$ cat config.mk
export PLATFORM = sky130hd
export DESIGN_NAME = loadStoreParser
export DESIGN_NICKNAME = d
export VERILOG_FILES = /design/src/source/lsuPkg.sv /design/src/source/loadStoreParser.sv
export SDC_FILE = /design/constraint.sdc
export NUM_CORES = 1
export LEC_CHECK = 0
export BUFFER_PORTS_ARGS = -buffer_cell sky130_fd_sc_hd__buf_4
export CORE_MARGIN = 4
export CORE_UTILIZATION = 41
export DETAILED_ROUTE_END_ITERATION = 10
export PLACE_DENSITY = 0.85
export SLEW_MARGIN = 20
export SYNTH_ARGS = -nofsm -noshare
export SYNTH_HDL_FRONTEND = slang
export SYNTH_SLANG_ARGS = --single-unit
$ cat constraint.sdc
create_clock -name vclk -period 2
set_input_delay 0.2 -clock vclk [all_inputs]
set_output_delay 0.2 -clock vclk [all_outputs]
set_load 0.005 [all_outputs]
$ cat src/source/lsuPkg.sv
`default_nettype none

package lsuPkg;

    localparam int DATA_WIDTH = 32;   // parser logic is written for 32 bits
    localparam int ADDR_WIDTH = 16;   // byte address

    typedef logic [DATA_WIDTH-1:0] dataT;
    typedef logic [ADDR_WIDTH-1:0] addrT;

    // RV32 load/store widths
    typedef enum logic [2:0] {
        opByte         = 3'b000,   // lb / sb
        opHalf         = 3'b001,   // lh / sh
        opWord         = 3'b010,   // lw / sw
        opByteUnsigned = 3'b011,   // lbu
        opHalfUnsigned = 3'b100    // lhu
    } memOpT;

    typedef struct packed {
        logic  isStore;     // 0 means load
        memOpT memOp;
        addrT  addr;        // byte address
        dataT  writeData;   // only low byte/half used for sub-word stores
    } lsuReqT;

    typedef struct packed {
        dataT readData;     // zero for stores and errors
        logic error;        // misaligned or out of range
    } lsuRespT;

endpackage

`default_nettype wire

$ cat src/source/loadStoreParser.sv
`timescale 1ns/1ps
`default_nettype none

module loadStoreParser (
    input  lsuPkg::memOpT memOp,
    input  logic [1:0]    byteOffset,   // low two bits of the byte address
    input  lsuPkg::dataT  readWord,     // word currently in memory
    input  lsuPkg::dataT  writeData,    // store data, right aligned
    output lsuPkg::dataT  loadData,     // extracted and extended load value
    output lsuPkg::dataT  mergedWord    // word to write back for a store
);

    import lsuPkg::*;

    logic [4:0]  byteShift;   // bit position of addressed byte
    logic [4:0]  halfShift;   // bit position of addressed half
    logic [7:0]  byteSel;
    logic [15:0] halfSel;

    assign byteShift = {byteOffset, 3'b000};
    assign halfShift = {byteOffset[1], 4'b0000};   // halves sit at 0 or 16

    assign byteSel = readWord[byteShift +: 8];
    assign halfSel = readWord[halfShift +: 16];

    // load path
    always_comb begin
        case (memOp)
            opByte: begin
                loadData = {{24{byteSel[7]}}, byteSel};    // sign extend
            end
            opHalf: begin
                loadData = {{16{halfSel[15]}}, halfSel};   // sign extend
            end
            opByteUnsigned: begin
                loadData = {24'b0, byteSel};
            end
            opHalfUnsigned: begin
                loadData = {16'b0, halfSel};
            end
            default: begin
                loadData = readWord;   // full word as stored
            end
        endcase
    end

    // store path, read-modify-write merge
    always_comb begin
        mergedWord = readWord;   // untouched bytes keep their value
        case (memOp)
            opByte, opByteUnsigned: begin
                mergedWord[byteShift +: 8] = writeData[7:0];
            end
            opHalf, opHalfUnsigned: begin
                mergedWord[halfShift +: 16] = writeData[15:0];
            end
            opWord: begin
                mergedWord = writeData;
            end
            default: begin
                mergedWord = readWord;
            end
        endcase
    end

endmodule

`default_nettype wire

==> summary.txt <==
Floorplanning
  • IO Count: 133
  • Initial Util: 0.4272
  • Die area: 6180 um^2
  • Die X: 78.62 um
  • Rows: 25
  • Core box area: 4786 um^2
  • Die Y: 78.62 um

Yosys
  • Syn Nets: 401
  • Post-Syn Instances: 327
  • Count of cell types in the netlist: 51
  • Post-synth top area share: 0.1102
  • Synth area leader: o21ai_0
  • Seq/Total Area, Yosys: 0
  • Synth warn: 0
  • Top cells by area, synth: o21ai_0 11%, nand2_1 8.8%, a21o_1 6.6%
  • Mapped Avg Cell Area: 6.252 um^2
  • Synthesized area: 2044 um^2

Route
  • DRC Markers: 0
  • Final wirelength: 11.12 mm
  • Routed wire length per instance: 20.14 um
  • Drt initial violations: 501
  • DR pass1 iterations: 7
  • Vias: 3527
  • Vias per cell: 6.389
  • Post-route ant nets: 0

Pwr
  • Final Power: 1067 uW
  • P_leak: 0.001806 uW
  • PwrDens: 297.5 nW/um^2
  • Worst vdd ir: 180.4 uV

Global route
  • GRT Residual Overflow: 0
  • Tot GR Track Use: 0.3327
  • Largest net degree at the start of global routing: 23
  • First-pass GRT wire length: 16.75 mm
  • Number of global-route vias before repair: 3237
  • Initial antenna violation count: 0

Min path
  • Hold Path Origin: readWord[17]
  • Worst hold path class: input pin to output pin
  • Hold path depth: 3
  • Worst Hold Path EP: loadData[17]

Clock tree
  • CTS Hold Bufs: 0

Final layout
  • P&R area growth vs syn: 75.40%
  • FILL cells: 404
  • Final net count: 561
  • Final Core Density: 0.7493
  • Layout clock buffer count: 0
  • Sequential cell area: 0 um^2
  • # diodes: 0
  • FFs & Latches: 0
  • Layout cells sized above 1: 0.4598
  • Area of the multi-input gates: 1952 um^2

Critical path
  • Setup CP Type: input pin to output pin
  • CP max FO: 7
  • CP endpoint kind: output pin
  • CP Data Arrival Time: 1.78 ns
  • Crit path launch type: input pin
  • Data required, critical path: 1.80 ns

Placed design
  • Detailed Place HPWL: 8.463 mm
  • GP Congestion: 0.9515
  • PortBufs: 133

Timing
  • Worst-margin pin slew: 0.5054 ns
  • RSZ-0062 raised after global routing: true
  • Final period util: 0.9897
  • Max Fclk: 0.5052 GHz
  • Relative slew slack: 0.6612
  • Final Hold Vio Count: 0
  • Fin crit period: 1.979 ns
  • Max-slew violations: 0
  • Setup-failing EPs final: 0

Outcome
  • Status: finished, final reports clean

Run
  • # Max-Cap Violations: 0
Yosys cell counts, types with 7 or more instances:
cell type,n
nor2_1,28
nand2_1,48
a31oi_1,8
buf_2,15
inv_1,14
a22o_1,13
o22ai_1,9
a21o_1,18
nand3_1,7
o21ai_0,45
a222oi_1,13
clkbuf_1,9
mux2i_1,9
a21oi_1,15
cells by family after synthesis:
logic type                 share of synthesized area
AOI/OAI and AO/OA                             0.5349
xor gates and xnor gates                    0.004285
adders and majority gates                    0.03060
buffers and inverters                        0.09975
muxes                                        0.08262
and+or+nand+nor                               0.2479
critical path: stages:
cell     delay, ns
buf_6         0.11
nor2b_4       0.12
or3_4         0.43
o31ai_4       0.35
buf_12        0.17
nand2_1       0.07
a31oi_2       0.20
buf_4         0.14
metrics by stage:
stage,hold slack (ns),instances,worst slack (ns),cell area [um^2],setup TNS [ns]
6_report,0.6971,552,0.02059,3586,0
5_1_grt,0.7152,552,-0.05583,3586,-0.1569
4_1_cts,0.6947,547,-0.01588,3471,-0.01588
3_5_place_dp,0.6947,546,-0.1103,3393,-0.6066
3_3_place_gp,0.6898,546,-0.1344,3393,-0.9137
2_1_floorplan,0.4981,327,0.006161,2048,0
layout make-up:
| cell class | instances | share of cell area |
|---|---|---|
| tap | 67 | 0.02338 |
| inverter | 16 | 0.01745 |
| timing repair buffer | 187 | 0.4149 |
| multi-input combinational | 282 | 0.5443 |
layout by cell type, fill, tap and decap left out, types with 2 or more instances in the layout:
cell	instances
ha_4	3
a222oi_1	13
o21ai_0	40
a221oi_2	3
a21oi_1	15
ha_1	2
and2_1	2
o311a_1	3
a221oi_1	3
buf_6	3
a32oi_1	3
mux2i_1	9
nand2_2	3
or2_2	2
o21ai_1	6
nor2b_4	2
nand2b_1	5
or3_1	2
o22ai_1	9
buf_4	177
nand2_1	46
a22o_1	13
a21o_1	17
a31oi_1	7
mux2_2	5
buf_12	4
a221o_1	3
inv_1	13
nor2_1	27
o211ai_2	2
a21boi_0	4
nand3_1	7
routing by layer:
layer	GRT usage	up-vias	wire (um)
met4	0.1206	0	394
li1	-	1576	-
met3	0.04817	40	1434
met2	0.5662	291	5254
met1	0.4219	1620	4034
met5	0	-	0
how the worst max path moves through the flow:
| stage | depth (start not counted) | startpoint | endpoint | slack (ns) |
|---|---|---|---|---|
| finish | 8 | memOp[0] | mergedWord[17] | 0.02 |
| global route | 8 | memOp[0] | mergedWord[17] | -0.06 |
| CTS | 9 | byteOffset[0] | mergedWord[27] | -0.02 |
| detailed placement | 9 | byteOffset[0] | mergedWord[27] | -0.11 |
| global placement | 8 | memOp[0] | mergedWord[30] | -0.13 |
| floorplan | 8 | byteOffset[1] | mergedWord[29] | 0.006 |
repair_timing:
action	CTS	global route
gates cloned	1	1
buffers inserted	0	4
setup endpoints to repair	17	33
pin swaps	1	10
resized for setup	17	18
power breakdown:
group | internal, uW | leakage [uW] | total, uW | switching, uW
registers | 0 | 0 | 0 | 0
clock network | 0 | 0 | 0 | 0
logic | 558 | 0.00181 | 1070 | 508
No activity file was read; power rests on OpenSTA's default activity.
