[src/source/lsuPkg.sv]
`default_nettype none

package lsuPkg;

    localparam int DATA_WIDTH = 32;   // parser logic is written for 32 bits
    localparam int ADDR_WIDTH = 16;   // byte address

    typedef logic [DATA_WIDTH-1:0] dataT;
    typedef logic [ADDR_WIDTH-1:0] addrT;

    // RV32 load/store widths
    typedef enum logic [2:0] {
        opByte         = 3'b000,   // lb / sb
        opHalf         = 3'b001,   // lh / sh
        opWord         = 3'b010,   // lw / sw
        opByteUnsigned = 3'b011,   // lbu
        opHalfUnsigned = 3'b100    // lhu
    } memOpT;

    typedef struct packed {
        logic  isStore;     // 0 means load
        memOpT memOp;
        addrT  addr;        // byte address
        dataT  writeData;   // only low byte/half used for sub-word stores
    } lsuReqT;

    typedef struct packed {
        dataT readData;     // zero for stores and errors
        logic error;        // misaligned or out of range
    } lsuRespT;

endpackage

`default_nettype wire

[src/source/lsuControl.sv]
`timescale 1ns/1ps
`default_nettype none

module lsuControl #(
    parameter int MEM_WORDS_LOG2 = 8
) (
    input  logic                      clk,
    input  logic                      rstN,
    input  logic                      reqValid,       // one-cycle request strobe
    input  lsuPkg::lsuReqT            req,
    input  lsuPkg::dataT              readWord,       // from memory
    input  lsuPkg::dataT              loadData,       // from parser
    input  lsuPkg::dataT              mergedWord,     // from parser
    output lsuPkg::memOpT             curOp,
    output logic [1:0]                curOffset,
    output lsuPkg::dataT              curWriteData,
    output logic [MEM_WORDS_LOG2-1:0] memReadAddr,
    output logic                      memWriteEn,
    output logic [MEM_WORDS_LOG2-1:0] memWriteAddr,
    output lsuPkg::dataT              memWriteData,
    output logic                      busy,
    output logic                      done,           // one-cycle end pulse
    output lsuPkg::lsuRespT           resp
);

    import lsuPkg::*;

    typedef enum logic [1:0] {
        stIdle,
        stRead,        // read address on the memory
        stComplete,    // read word back, parse or merge
        stError
    } stateT;

    stateT  state;
    lsuReqT reqReg;   // request held for its whole lifetime

    logic                  accept;
    logic                  misaligned;
    logic                  outOfRange;
    logic [ADDR_WIDTH-3:0] reqWordIdx;
    logic [MEM_WORDS_LOG2-1:0] curWordIdx;

    // new requests only when fully idle, including the done cycle
    assign busy   = (state != stIdle) || done;
    assign accept = reqValid && !busy;

    // checks on the incoming request
    assign reqWordIdx = req.addr[ADDR_WIDTH-1:2];
    assign outOfRange = (reqWordIdx >> MEM_WORDS_LOG2) != '0;

    always_comb begin
        case (req.memOp)
            opByte, opByteUnsigned: begin
                misaligned = 1'b0;
            end
            opHalf, opHalfUnsigned: begin
                misaligned = req.addr[0];
            end
            opWord: begin
                misaligned = |req.addr[1:0];
            end
            default: begin
                misaligned = 1'b1;   // unknown op treated as bad
            end
        endcase
    end

    always_ff @(posedge clk) begin
        if (accept) begin
            reqReg <= req;
        end
    end

    // parser and memory see the held request
    assign curOp        = reqReg.memOp;
    assign curOffset    = reqReg.addr[1:0];
    assign curWriteData = reqReg.writeData;
    assign curWordIdx   = reqReg.addr[MEM_WORDS_LOG2+1:2];

    assign memReadAddr  = curWordIdx;
    assign memWriteAddr = curWordIdx;
    assign memWriteData = mergedWord;
    assign memWriteEn   = (state == stComplete) && reqReg.isStore;   // lands with done

    always_ff @(posedge clk or negedge rstN) begin
        if (!rstN) begin
            state <= stIdle;
            done  <= 1'b0;
            resp  <= '0;
        end else begin
            done <= 1'b0;
            case (state)
                stIdle: begin
                    if (accept) begin
                        state <= (misaligned || outOfRange) ? stError : stRead;
                    end
                end
                stRead: begin
                    state <= stComplete;
                end
                stComplete: begin
                    state      <= stIdle;
                    done       <= 1'b1;
                    resp.error <= 1'b0;
                    if (reqReg.isStore) begin
                        resp.readData <= '0;
                    end else begin
                        resp.readData <= loadData;
                    end
                end
                stError: begin
                    state         <= stIdle;
                    done          <= 1'b1;
                    resp.readData <= '0;
                    resp.error    <= 1'b1;   // memory never touched
                end
                default: begin
                    state <= stIdle;
                end
            endcase
        end
    end

endmodule

`default_nettype wire

[config.mk]
export PLATFORM = sky130hd
export DESIGN_NAME = lsuControl
export DESIGN_NICKNAME = d
export VERILOG_FILES = /design/src/source/lsuPkg.sv /design/src/source/lsuControl.sv
export SDC_FILE = /design/constraint.sdc
export NUM_CORES = 1
export LEC_CHECK = 0
export BUFFER_PORTS_ARGS = -buffer_cell sky130_fd_sc_hd__buf_2
export CORE_ASPECT_RATIO = 1.25
export CORE_MARGIN = 2
export CORE_UTILIZATION = 28
export CTS_BUF_LIST = sky130_fd_sc_hd__clkbuf_16
export CTS_CLUSTER_DIAMETER = 200
export DETAILED_ROUTE_END_ITERATION = 16
export GPL_TIMING_DRIVEN = 1
export MAX_ROUTING_LAYER = met4
export PLACE_DENSITY = 0.58
export SETUP_SLACK_MARGIN = 0.1
export SYNTH_ARGS = -nofsm -noshare
export SYNTH_HDL_FRONTEND = slang
export SYNTH_SLANG_ARGS = --single-unit
export TNS_END_PERCENT = 30
[constraint.sdc]
create_clock -name clk -period 4.2 [get_ports clk]
set_input_delay 0.63 -clock clk [delete_from_list [all_inputs] [get_ports clk]]
set_output_delay 0.63 -clock clk [all_outputs]
set_load 0.005 [all_outputs]
==> results of run 1 <==
[path summary, 6_finish.rpt]
check,slack [ns],to,cells after the start,startpoint
setup / recovery,1.91,curWriteData[9],2,state[0]
hold / removal,0.40,resp[18],1,rstN
setup reg to reg,1.91,curWriteData[9],2,state[0]
hold reg to reg,0.51,resp[22],2,resp[22]
max in group asynchronous,3.28,resp[6],1,rstN
min in group clk,0.47,curWriteData[5],1,req[5]
[registers in the layout (all words and copies together), names as in the netlist]
name / count
curOffset: 2
resp: 33
reqReg: 1
curWriteData: 32
done: 1
memReadAddr: 8
state: 2
curOp: 3
[layout by cell type (no fill, tap or decap), drive strengths merged]
cell / Yosys / routed
clkinvlp: 0 / 1
mux2: 1 / 1
dfrtp: 36 / 36
edfxtp: 46 / 46
o21ba: 1 / 1
clkbuf: 4 / 9
bufinv: 0 / 1
or4: 1 / 1
and3b: 1 / 1
nor3b: 1 / 1
o22ai: 1 / 1
inv: 34 / 36
or3: 1 / 1
o21ai: 33 / 33
a21oi: 1 / 1
nor2: 2 / 2
nand2: 32 / 32
nor4: 1 / 1
nor2b: 1 / 1
clkinv: 0 / 3
diode: 0 / 1
a311oi: 1 / 1
buf: 89 / 177
[through the flow]
stage / util / hold slack, ns / area [µm²]
floorplan: - / 0.334 / 3510
detailed placement: 0.320 / 0.500 / 3920
CTS: 0.344 / 0.421 / 4200
global route: 0.344 / 0.454 / 4210
global placement: 0.320 / 0.489 / 3920
finish: 0.344 / 0.395 / 4210
[layer usage]
layer | wire [µm] | global-route usage | up-vias | share of wire
met5 | 0 | - | - | 0
li1 | - | - | 1032 | -
met3 | 842 | 0.0488 | 14 | 0.12
met4 | 184 | 0.0676 | 0 | 0.025
met2 | 3510 | 0.181 | 145 | 0.48
met1 | 2780 | 0.122 | 978 | 0.38
[power groups by stage]
stage / Sequential, W / Clock [W] / Combinational (W)
floorplan: 0.00129 / 0 / 0.000454
global placement: 0.00127 / 0 / 0.000683
detailed placement: 0.00128 / 0 / 0.000694
CTS: 0.00127 / 0.000790 / 0.000691
global route: 0.00130 / 0.000815 / 0.000767
finish: 0.00126 / 0.000757 / 0.000667
[critical path, cell delays in order, from the launching register on]
cell	delay [ns]
sky130_fd_sc_hd__dfrtp_1	0.47
sky130_fd_sc_hd__or3_1	0.48
sky130_fd_sc_hd__nor2_4	0.94
[cell families (layout without fill, tap and decap cells)]
logic type,after synthesis,in the layout,synth area share
buf+inv,127,227,0.235
flops,82,82,0.650
simple gates,40,40,0.0546
compound gates,37,37,0.0567
mux,1,1,0.00321
other cells,0,1,0
[final cells by class]
type,count,share of cell area
antenna,1,0.000595
clock buffer,9,0.0536
clock inverter,7,0.0149
inverter,34,0.0303
multi-input combinational,78,0.0973
sequential,82,0.543
tap,164,0.0488
timing repair buffer,177,0.212
==> results.toml, run 1 <==
[sta]
fin_ws_ns = 1.91
maxSlewHeadroom = 0.187
clock.fmax_mhz = 437
layout_min_cycle_time_ns = 2.29
worst_clock_skew_ns = 0.00475
report.final.slew_viol_count = 0
worstMarginPinSlew_ns = 1.22
fin_hold_viols = 0
timing.final.crit_share = 0.545
setup_viol = 0
fin_setup_tns_ns = 0
rsz_0062_raised_after_global_routing = "false"

[floorplanning]
placeableCoreArea_um2 = 12200
die_height_um = 129
placementRows = 45
die-area_um2 = 13500
io-pin-count = 272
die_w_um = 104
floorplan.initialDensity = 0.287

[power_and_ir_drop]
intPower_w = 0.00190
power_per_cell_area_nw_per_um2 = 639
sw_frac_of_total = 0.295
static-leakage-power_nw = 1.98
finalPower_w = 0.00269
p_comb_frac = 0.248
power.ir.vdd_worst_mv = 0.195
power.clock.fraction = 0.282
sequentialPowerShare = 0.470
p_sw_w = 0.000794

[synth]
netlist-cell-type-count = 22
postSynthAreaPerCell_um2 = 12.2
netlist_top_cells_count = "85 x sky130_fd_sc_hd__buf_4, 46 x sky130_fd_sc_hd__edfxtp_1, 36 x sky130_fd_sc_hd__dfrtp_1"
synth-seq-area-share = 0.650
synth_seq_cells = 82
yosys.area.top_type_share = 0.394
synth_cells = 287
asr_flop_ratio_synth = 0.439
synth_enable_flop_cells = 46
synth_warnings = 0
yosysMostFrequentCell = "sky130_fd_sc_hd__buf_4"
synth_top_area_cell = "sky130_fd_sc_hd__edfxtp_1"
mappedNetlistArea_um2 = 3510
synth_top_flop_cell = "sky130_fd_sc_hd__edfxtp_1"
netlist_top_cells_area = "sky130_fd_sc_hd__edfxtp_1 39%, sky130_fd_sc_hd__dfrtp_1 26%, sky130_fd_sc_hd__buf_4 18%"
postSynthNetCount = 438

[drt]
post_drt_via_cell_ratio = 3.93
routed-via-count = 2169
mean_routed_wirelength_per_cell_um = 13.3
remaining_drc_errors = 0
detail-route-antenna-nets = 0
detail_route.iter0.violations = 68
drt_pass1_iterations = 4
drt_total_wl_um = 7320

[clock_network]
post_cts_setup_buffer_count = 0
numCtsBuffers = 9
cts.clk_slew.worst_paths_ns = 0.06
gates_resized_cts_repair = 0
cts_sinks = 82
cts_max_level = 3
tritoncts = "done"
cts-root-buf = "sky130_fd_sc_hd__clkbuf_16"
ctsLongestPathBuffers = 2
postCtsHoldBufs = 0
clk_latency_ns = 0.33

[cells_and_area]
syn2layout_area_growth_pct = 19.8
drive_gt1_frac = 0.509
layout.area.seq_um2 = 2280
fillCellCount = 1247
final-instance-count-excl-fill = 552
multi_input_comb_area_um2 = 409
finalNetCount = 533

[placed_design]
gpl.final_weighted_congestion = 0.692
placed_cells_incl_taps = 535
dp_hpwl_um = 5490
number_of_i_o_port_buffers = 175
dp_worst_setup_slack_ns = 1.84

[grt]
vias_in_the_first_global_route = 2186
global_route.overflow_total = 0
grt_max_degree = 47
grt_util_all_layers = 0.115
initial_antenna_violation_count = 1
grt_pass1_wl_um = 11200

[setup_path]
cp-start-kind = "flip-flop"
crit_path_max_fanout = 46
arrival_ns = 2.23
setup.worst_path.class = "flip-flop to flip-flop"
critical_path.endpoint_type = "flip-flop"
crit_required_ns = 4.14

[flow_run]
timing.max_cap.violations = 0

[worst_hold_path]
hold_path_class = "input port to asynchronous set/reset pin"

[status]
outcome = "completed"
No activity file was read; power rests on OpenSTA's default activity.
==> inputs of run 2 (changes only) <==
- ABC_AREA: not set -> 1
- PLACE_DENSITY: 0.58 -> 0.6
- clock period: 4.2 -> 1.85 ns (I/O delays scaled with it)
==> run 2 against run 1 <==
Die area grew 1.7%; sequential power grew 110%; first-iteration DRC count shrank 32%; non-clock buffer count grew 4; sequential share of layout area shrank 1.2 points; area after synthesis grew 1.8%; clock power grew 120%; flip-flop and latch count is the same; fmax grew 55%; cell count grew 4.2%.
==> results.toml, run 2 <==
[status]
outcome = "completed"

[drt]
drt_total_wl_um = 7250
detail-route-antenna-nets = 0
remaining_drc_errors = 0
drt_pass1_iterations = 4
post_drt_via_cell_ratio = 4.13
detail_route.iter0.violations = 46
routed-via-count = 2377
mean_routed_wirelength_per_cell_um = 12.6

[cells_and_area]
layout_commonest_cell = "sky130_fd_sc_hd__buf_2"
antenna_cells = 0
syn2layout_area_growth_pct = 20.4
fillCellCount = 1286
largest_reg_flops = 33
utilization = 0.343
drive_gt1_frac = 0.509
multi_input_comb_area_um2 = 539
most-common-layout-cells = "175 x sky130_fd_sc_hd__buf_2, 69 x sky130_fd_sc_hd__nand2_1, 46 x sky130_fd_sc_hd__edfxtp_1"
layout.area.seq_um2 = 2280
register_containing_the_most_flip_flops_in_the_final_layout = "resp"
finalNetCount = 554

[grt]
vias_in_the_first_global_route = 2323
grt_pass1_wl_um = 11400
initial_antenna_violation_count = 0
grt_util_all_layers = 0.112
grt_max_degree = 45
global_route.overflow_total = 0

[synth]
yosys.area.top_type_share = 0.387
mappedNetlistArea_um2 = 3570
netlist_top_cells_count = "85 x sky130_fd_sc_hd__buf_4, 69 x sky130_fd_sc_hd__nand2_1, 46 x sky130_fd_sc_hd__edfxtp_1"
postSynthNetCount = 457
synth_enable_flop_cells = 46
synth_warnings = 0
synth_seq_cells = 82
asr_flop_ratio_synth = 0.439
yosysMostFrequentCell = "sky130_fd_sc_hd__buf_4"
netlist-cell-type-count = 17
synth_top_flop_cell = "sky130_fd_sc_hd__edfxtp_1"
synth_top_area_cell = "sky130_fd_sc_hd__edfxtp_1"
postSynthAreaPerCell_um2 = 11.7
synth_cells = 306
synth-seq-area-share = 0.639
netlist_top_cells_area = "sky130_fd_sc_hd__edfxtp_1 39%, sky130_fd_sc_hd__dfrtp_1 25%, sky130_fd_sc_hd__buf_4 18%"

[power_and_ir_drop]
p_sw_w = 0.00174
static-leakage-power_nw = 2.06
power.clock.fraction = 0.291
finalPower_w = 0.00585
power.ir.vdd_worst_mv = 0.483
intPower_w = 0.00412
sequentialPowerShare = 0.455
p_comb_frac = 0.254
sw_frac_of_total = 0.297
power_per_cell_area_nw_per_um2 = 1360

[flow_run]
timing.max_cap.violations = 0

[floorplanning]
placeableCoreArea_um2 = 12500
die-area_um2 = 13700
io-pin-count = 272
die_w_um = 105
die_height_um = 130
floorplan.initialDensity = 0.285
placementRows = 46

[sta]
fin_setup_tns_ns = 0
report.final.slew_viol_count = 0
fin_hold_viols = 0
worst_clock_skew_ns = 0.00649
fin_ws_ns = 0.373
worstMarginPinSlew_ns = 0.463
maxSlewHeadroom = 0.691
timing.final.crit_share = 0.798
rsz_0062_raised_after_global_routing = "false"
layout_min_cycle_time_ns = 1.48
clock.fmax_mhz = 677
setup_viol = 0

[worst_hold_path]
hold_path_class = "input port to flip-flop"

[clock_network]
ctsLongestPathBuffers = 2
cts_sinks = 82
cts-root-buf = "sky130_fd_sc_hd__clkbuf_16"
cts.clk_slew.worst_paths_ns = 0.06
numCtsBuffers = 9
tritoncts = "done"
clk_latency_ns = 0.33
cts_max_level = 3

[setup_path]
setup.worst_path.class = "flip-flop to flip-flop"
cp-start-kind = "flip-flop"
critical_path.endpoint_type = "flip-flop"
crit_required_ns = 1.86
arrival_ns = 1.49
crit_path_max_fanout = 44
setup.reg_to_reg.worst_slack_ns = 0.37

[placed_design]
dp_worst_setup_slack_ns = 0.371
gpl.final_weighted_congestion = 0.716
dp_hpwl_um = 5460
number_of_i_o_port_buffers = 175
==> run 2: cell count changes after synthesis, moves of 4 or more <==
cell,delta
sky130_fd_sc_hd__nand3_1,+4
sky130_fd_sc_hd__o21ai_2,+10
sky130_fd_sc_hd__buf_2,+6
sky130_fd_sc_hd__inv_1,-22
sky130_fd_sc_hd__nor2_1,+4
sky130_fd_sc_hd__nand2_1,+37
sky130_fd_sc_hd__o21ai_1,+5
sky130_fd_sc_hd__o21ai_0,-14
==> run 2: cells by family after synthesis <==
logic type / count (synthesis) / synth area share
flops: 82 / 0.639
compound gates: 36 / 0.0627
simple gates: 81 / 0.0883
buf+inv: 107 / 0.210
==> run 2: worst paths after layout <==
| path | from | end | depth (start not counted) |
|---|---|---|---|
| worst max-delay path | state[1] | curWriteData[21] | 4 |
| worst min-delay path | req[0] | curWriteData[0] | 1 |
| worst max register to register | state[1] | curWriteData[21] | 4 |
| worst min register to register | resp[14] | resp[14] | 2 |
| max in group asynchronous | rstN | state[0] | 3 |
| min in group asynchronous | rstN | resp[12] | 3 |
==> run 2: final cells by class <==
class,count,share of cell area
sequential,82,0.531
timing repair buffer,181,0.218
multi-input combinational,117,0.125
clock buffer,9,0.0524
tap,168,0.0489
clock inverter,6,0.0137
inverter,12,0.0113
==> run 2: power by group through the flow <==
stage          sequential (W)  combinational (W)  clock, W
2_1_floorplan         0.00271            0.00110         0
3_3_place_gp          0.00268            0.00150         0
3_5_place_dp          0.00269            0.00153         0
4_1_cts               0.00267            0.00152   0.00178
5_1_grt               0.00271            0.00168   0.00185
6_report              0.00266            0.00149   0.00170
==> run 2: layer usage <==
metal | GRT usage | vias up | share of wire
li1 | - | 1101 | -
met1 | 0.125 | 1111 | 0.41
met2 | 0.175 | 153 | 0.48
met3 | 0.0400 | 12 | 0.090
met4 | 0.0604 | 0 | 0.021
met5 | - | - | 0
==> run 2: critical path, stage by stage (launching register included) <==
cell	delay, ns
sky130_fd_sc_hd__dfrtp_1	0.44
sky130_fd_sc_hd__nor2_1	0.15
sky130_fd_sc_hd__nand3_1	0.15
sky130_fd_sc_hd__clkinvlp_4	0.15
sky130_fd_sc_hd__buf_12	0.23
==> run 2: metrics by stage <==
step / hold WS, ns / instance area [µm²] / instances
global placement: 0.342 / 4010 / 559
floorplan: -0.0181 / 3580 / 306
CTS: 0.102 / 4300 / 575
finish: 0.120 / 4300 / 575
detailed placement: 0.350 / 4010 / 559
global route: 0.0968 / 4300 / 575
==> run 2: what timing repair did <==
| action | CTS | global route |
|---|---|---|
| setup endpoints to repair | 0 | 0 |
| resized for setup | 0 | 0 |
| hold buffers | 1 | 0 |
| setup buffers | 0 | 0 |
| hold endpoints to repair | 18 | 0 |
==> inputs of run 3 (changes only) <==
- clock period: 1.85 -> 1.3 ns (I/O delays scaled with it)
==> run 3 against run 2 <==
The flow now finishes with violations (setup timing); final area rose by 3.7%; die area did not move; non-clock buffer count rose by 7; critical path depth rose by 1; critical path type is now flip-flop to output pin; critical endpoint is now memWriteEn.
==> results.toml, run 3 (synthesis gave the netlist of run 2 again) <==
[status]
outcome = "finished, violations left"
violations = "setup timing"

[cells_and_area]
finalNetCount = 561
syn2layout_area_growth_pct = 24.9
largest_reg_flops = 33
layout_commonest_cell = "sky130_fd_sc_hd__buf_2"
most-common-layout-cells = "175 x sky130_fd_sc_hd__buf_2, 69 x sky130_fd_sc_hd__nand2_1, 46 x sky130_fd_sc_hd__edfxtp_1"
fillCellCount = 1271
post-route-cell-area_um2 = 4460
register_containing_the_most_flip_flops_in_the_final_layout = "resp"
drive_gt1_frac = 0.533
antenna_cells = 0
utilization = 0.356

[setup_path]
crit_path_max_fanout = 2
critical_path.endpoint_type = "output pin"
arrival_ns = 1.13
r2r_endpoint = "curWriteData[3]"
worstRegToRegCells = 4
critPathSlowestCell = "sky130_fd_sc_hd__dfrtp_1"
setup.reg_to_reg.worst_slack_ns = 0
startpoint_of_the_most_critical_register_to_register_path = "state[0]"
worst_path_dominant_cell_family = "flip-flops"
crit_required_ns = 1.11
cp-start-kind = "flip-flop"
worstPathCellList = "buf_6, inv_4, nand2_4, nor2_2, buf_2"
worst_path_largest_cell_delay_ns = 0.40
setup.worst_path.class = "flip-flop to output pin"
crit_buf_inv = 3

[drt]
drt_total_wl_um = 7090
detail-route-antenna-nets = 0
post_drt_via_cell_ratio = 4.01
mean_routed_wirelength_per_cell_um = 12.2
drt_pass1_iterations = 4
detail_route.iter0.violations = 64
remaining_drc_errors = 0
routed-via-count = 2340

[clock_network]
numCtsBuffers = 9
cts-root-buf = "sky130_fd_sc_hd__clkbuf_16"
tritoncts = "done"
cts.clk_slew.worst_paths_ns = 0.06
cts_max_level = 3
ctsLongestPathBuffers = 2
clk_latency_ns = 0.33
cts_sinks = 82

[floorplanning]
placeableCoreArea_um2 = 12500
floorplan.initialDensity = 0.285
die-area_um2 = 13700
io-pin-count = 272
die_height_um = 130
die_w_um = 105
placementRows = 46

[worst_hold_path]
hold_path_depth = 1
hold_path_end = "curWriteData[29]"
hold_path.startpoint = "req[29]"
hold_path_class = "input port to flip-flop"

[grt]
initial_antenna_violation_count = 0
global_route.overflow_total = 0
vias_in_the_first_global_route = 2224
grt_max_degree = 46
grt_util_all_layers = 0.107
grt_pass1_wl_um = 10900

[placed_design]
gpl.final_weighted_congestion = 0.715
place_area_um2 = 4090
dp_hpwl_um = 5220
number_of_i_o_port_buffers = 175

[sta]
worstMarginPinSlew_ns = 0.458
maxSlewHeadroom = 0.695
fin_ws_ns = -0.0295
worst_clock_skew_ns = 0.00621
rsz_0062_raised_after_global_routing = "true"
fin_setup_tns_ns = -0.0295
setup_viol = 1
report.final.slew_viol_count = 0
layout_min_cycle_time_ns = 1.33
timing.final.crit_share = 1.02
fin_hold_viols = 0
clock.fmax_mhz = 752

[power_and_ir_drop]
finalPower_w = 0.00872
power_per_cell_area_nw_per_um2 = 1950
static-leakage-power_nw = 2.13
power.ir.vdd_worst_mv = 0.907

[flow_run]
timing.max_cap.violations = 0
[run 3: cell count changes in the layout (fill, tap and decap cells not counted), moves of 2 or more]
cell and change:
sky130_fd_sc_hd__buf_6 +2, sky130_fd_sc_hd__nor2_1 -2, sky130_fd_sc_hd__o21ai_0 -2, sky130_fd_sc_hd__clkinv_2 -2, sky130_fd_sc_hd__buf_12 +3, sky130_fd_sc_hd__clkinv_4 +2, sky130_fd_sc_hd__nor2_2 +2
[run 3: per-stage QoR]
step	hold slack, ns	cells	setup slack [ns]
floorplan	-0.101	306	-0.289
global placement	0.264	564	0.0178
detailed placement	0.264	564	-0.00198
CTS	0.0210	582	-0.0589
global route	0.0145	583	-0.0923
finish	0.0414	583	-0.0295
[run 3: where the power goes]
part | internal (W) | total (W) | switching, W
sequential | 0.00351 | 0.00377 | 0.000254
clock | 0.00148 | 0.00246 | 0.000977
combinational | 0.00115 | 0.00249 | 0.00135
[run 3: routing by layer]
layer  part of all wire  GRT usage  up-vias  routed length (µm)
li1                   -          -     1118                   -
met4              0.013     0.0455        0                  94
met3              0.092     0.0405       10                 649
met1               0.41      0.129     1062                2910
met2               0.48      0.160      150                3430
met5                  0          -        -                   0
[run 3: worst max path at each step]
| stage | startpoint | to | slack [ns] | cells past startpoint |
|---|---|---|---|---|
| floorplan | state[1] | curOffset[0] | -0.29 | 3 |
| global placement | state[0] | curWriteData[6] | 0.02 | 4 |
| detailed placement | state[0] | curWriteData[5] | -0.002 | 4 |
| CTS | state[0] | memWriteEn | -0.06 | 5 |
| global route | state[0] | memWriteEn | -0.09 | 5 |
| finish | state[0] | memWriteEn | -0.03 | 5 |
[run 3: final cells by class]
class	instances	area (µm²)	share of cell area
Clock buffer	9	225	0.0505
Clock inverter	7	71.3	0.0160
Inverter	12	51.3	0.0115
Multi-Input combinational cell	117	569	0.128
Sequential cell	82	2280	0.512
Tap cell	168	210	0.0471
Timing Repair Buffer	188	1050	0.236
[run 3: timing repair]
action,4_1_cts,5_1_grt
setup endpoints to repair,49,72
pin swaps,1,1
cloned,0,1
hold endpoints to repair,36,0
gates resized for setup,6,5
buffers inserted,1,0
hold buffers,1,0
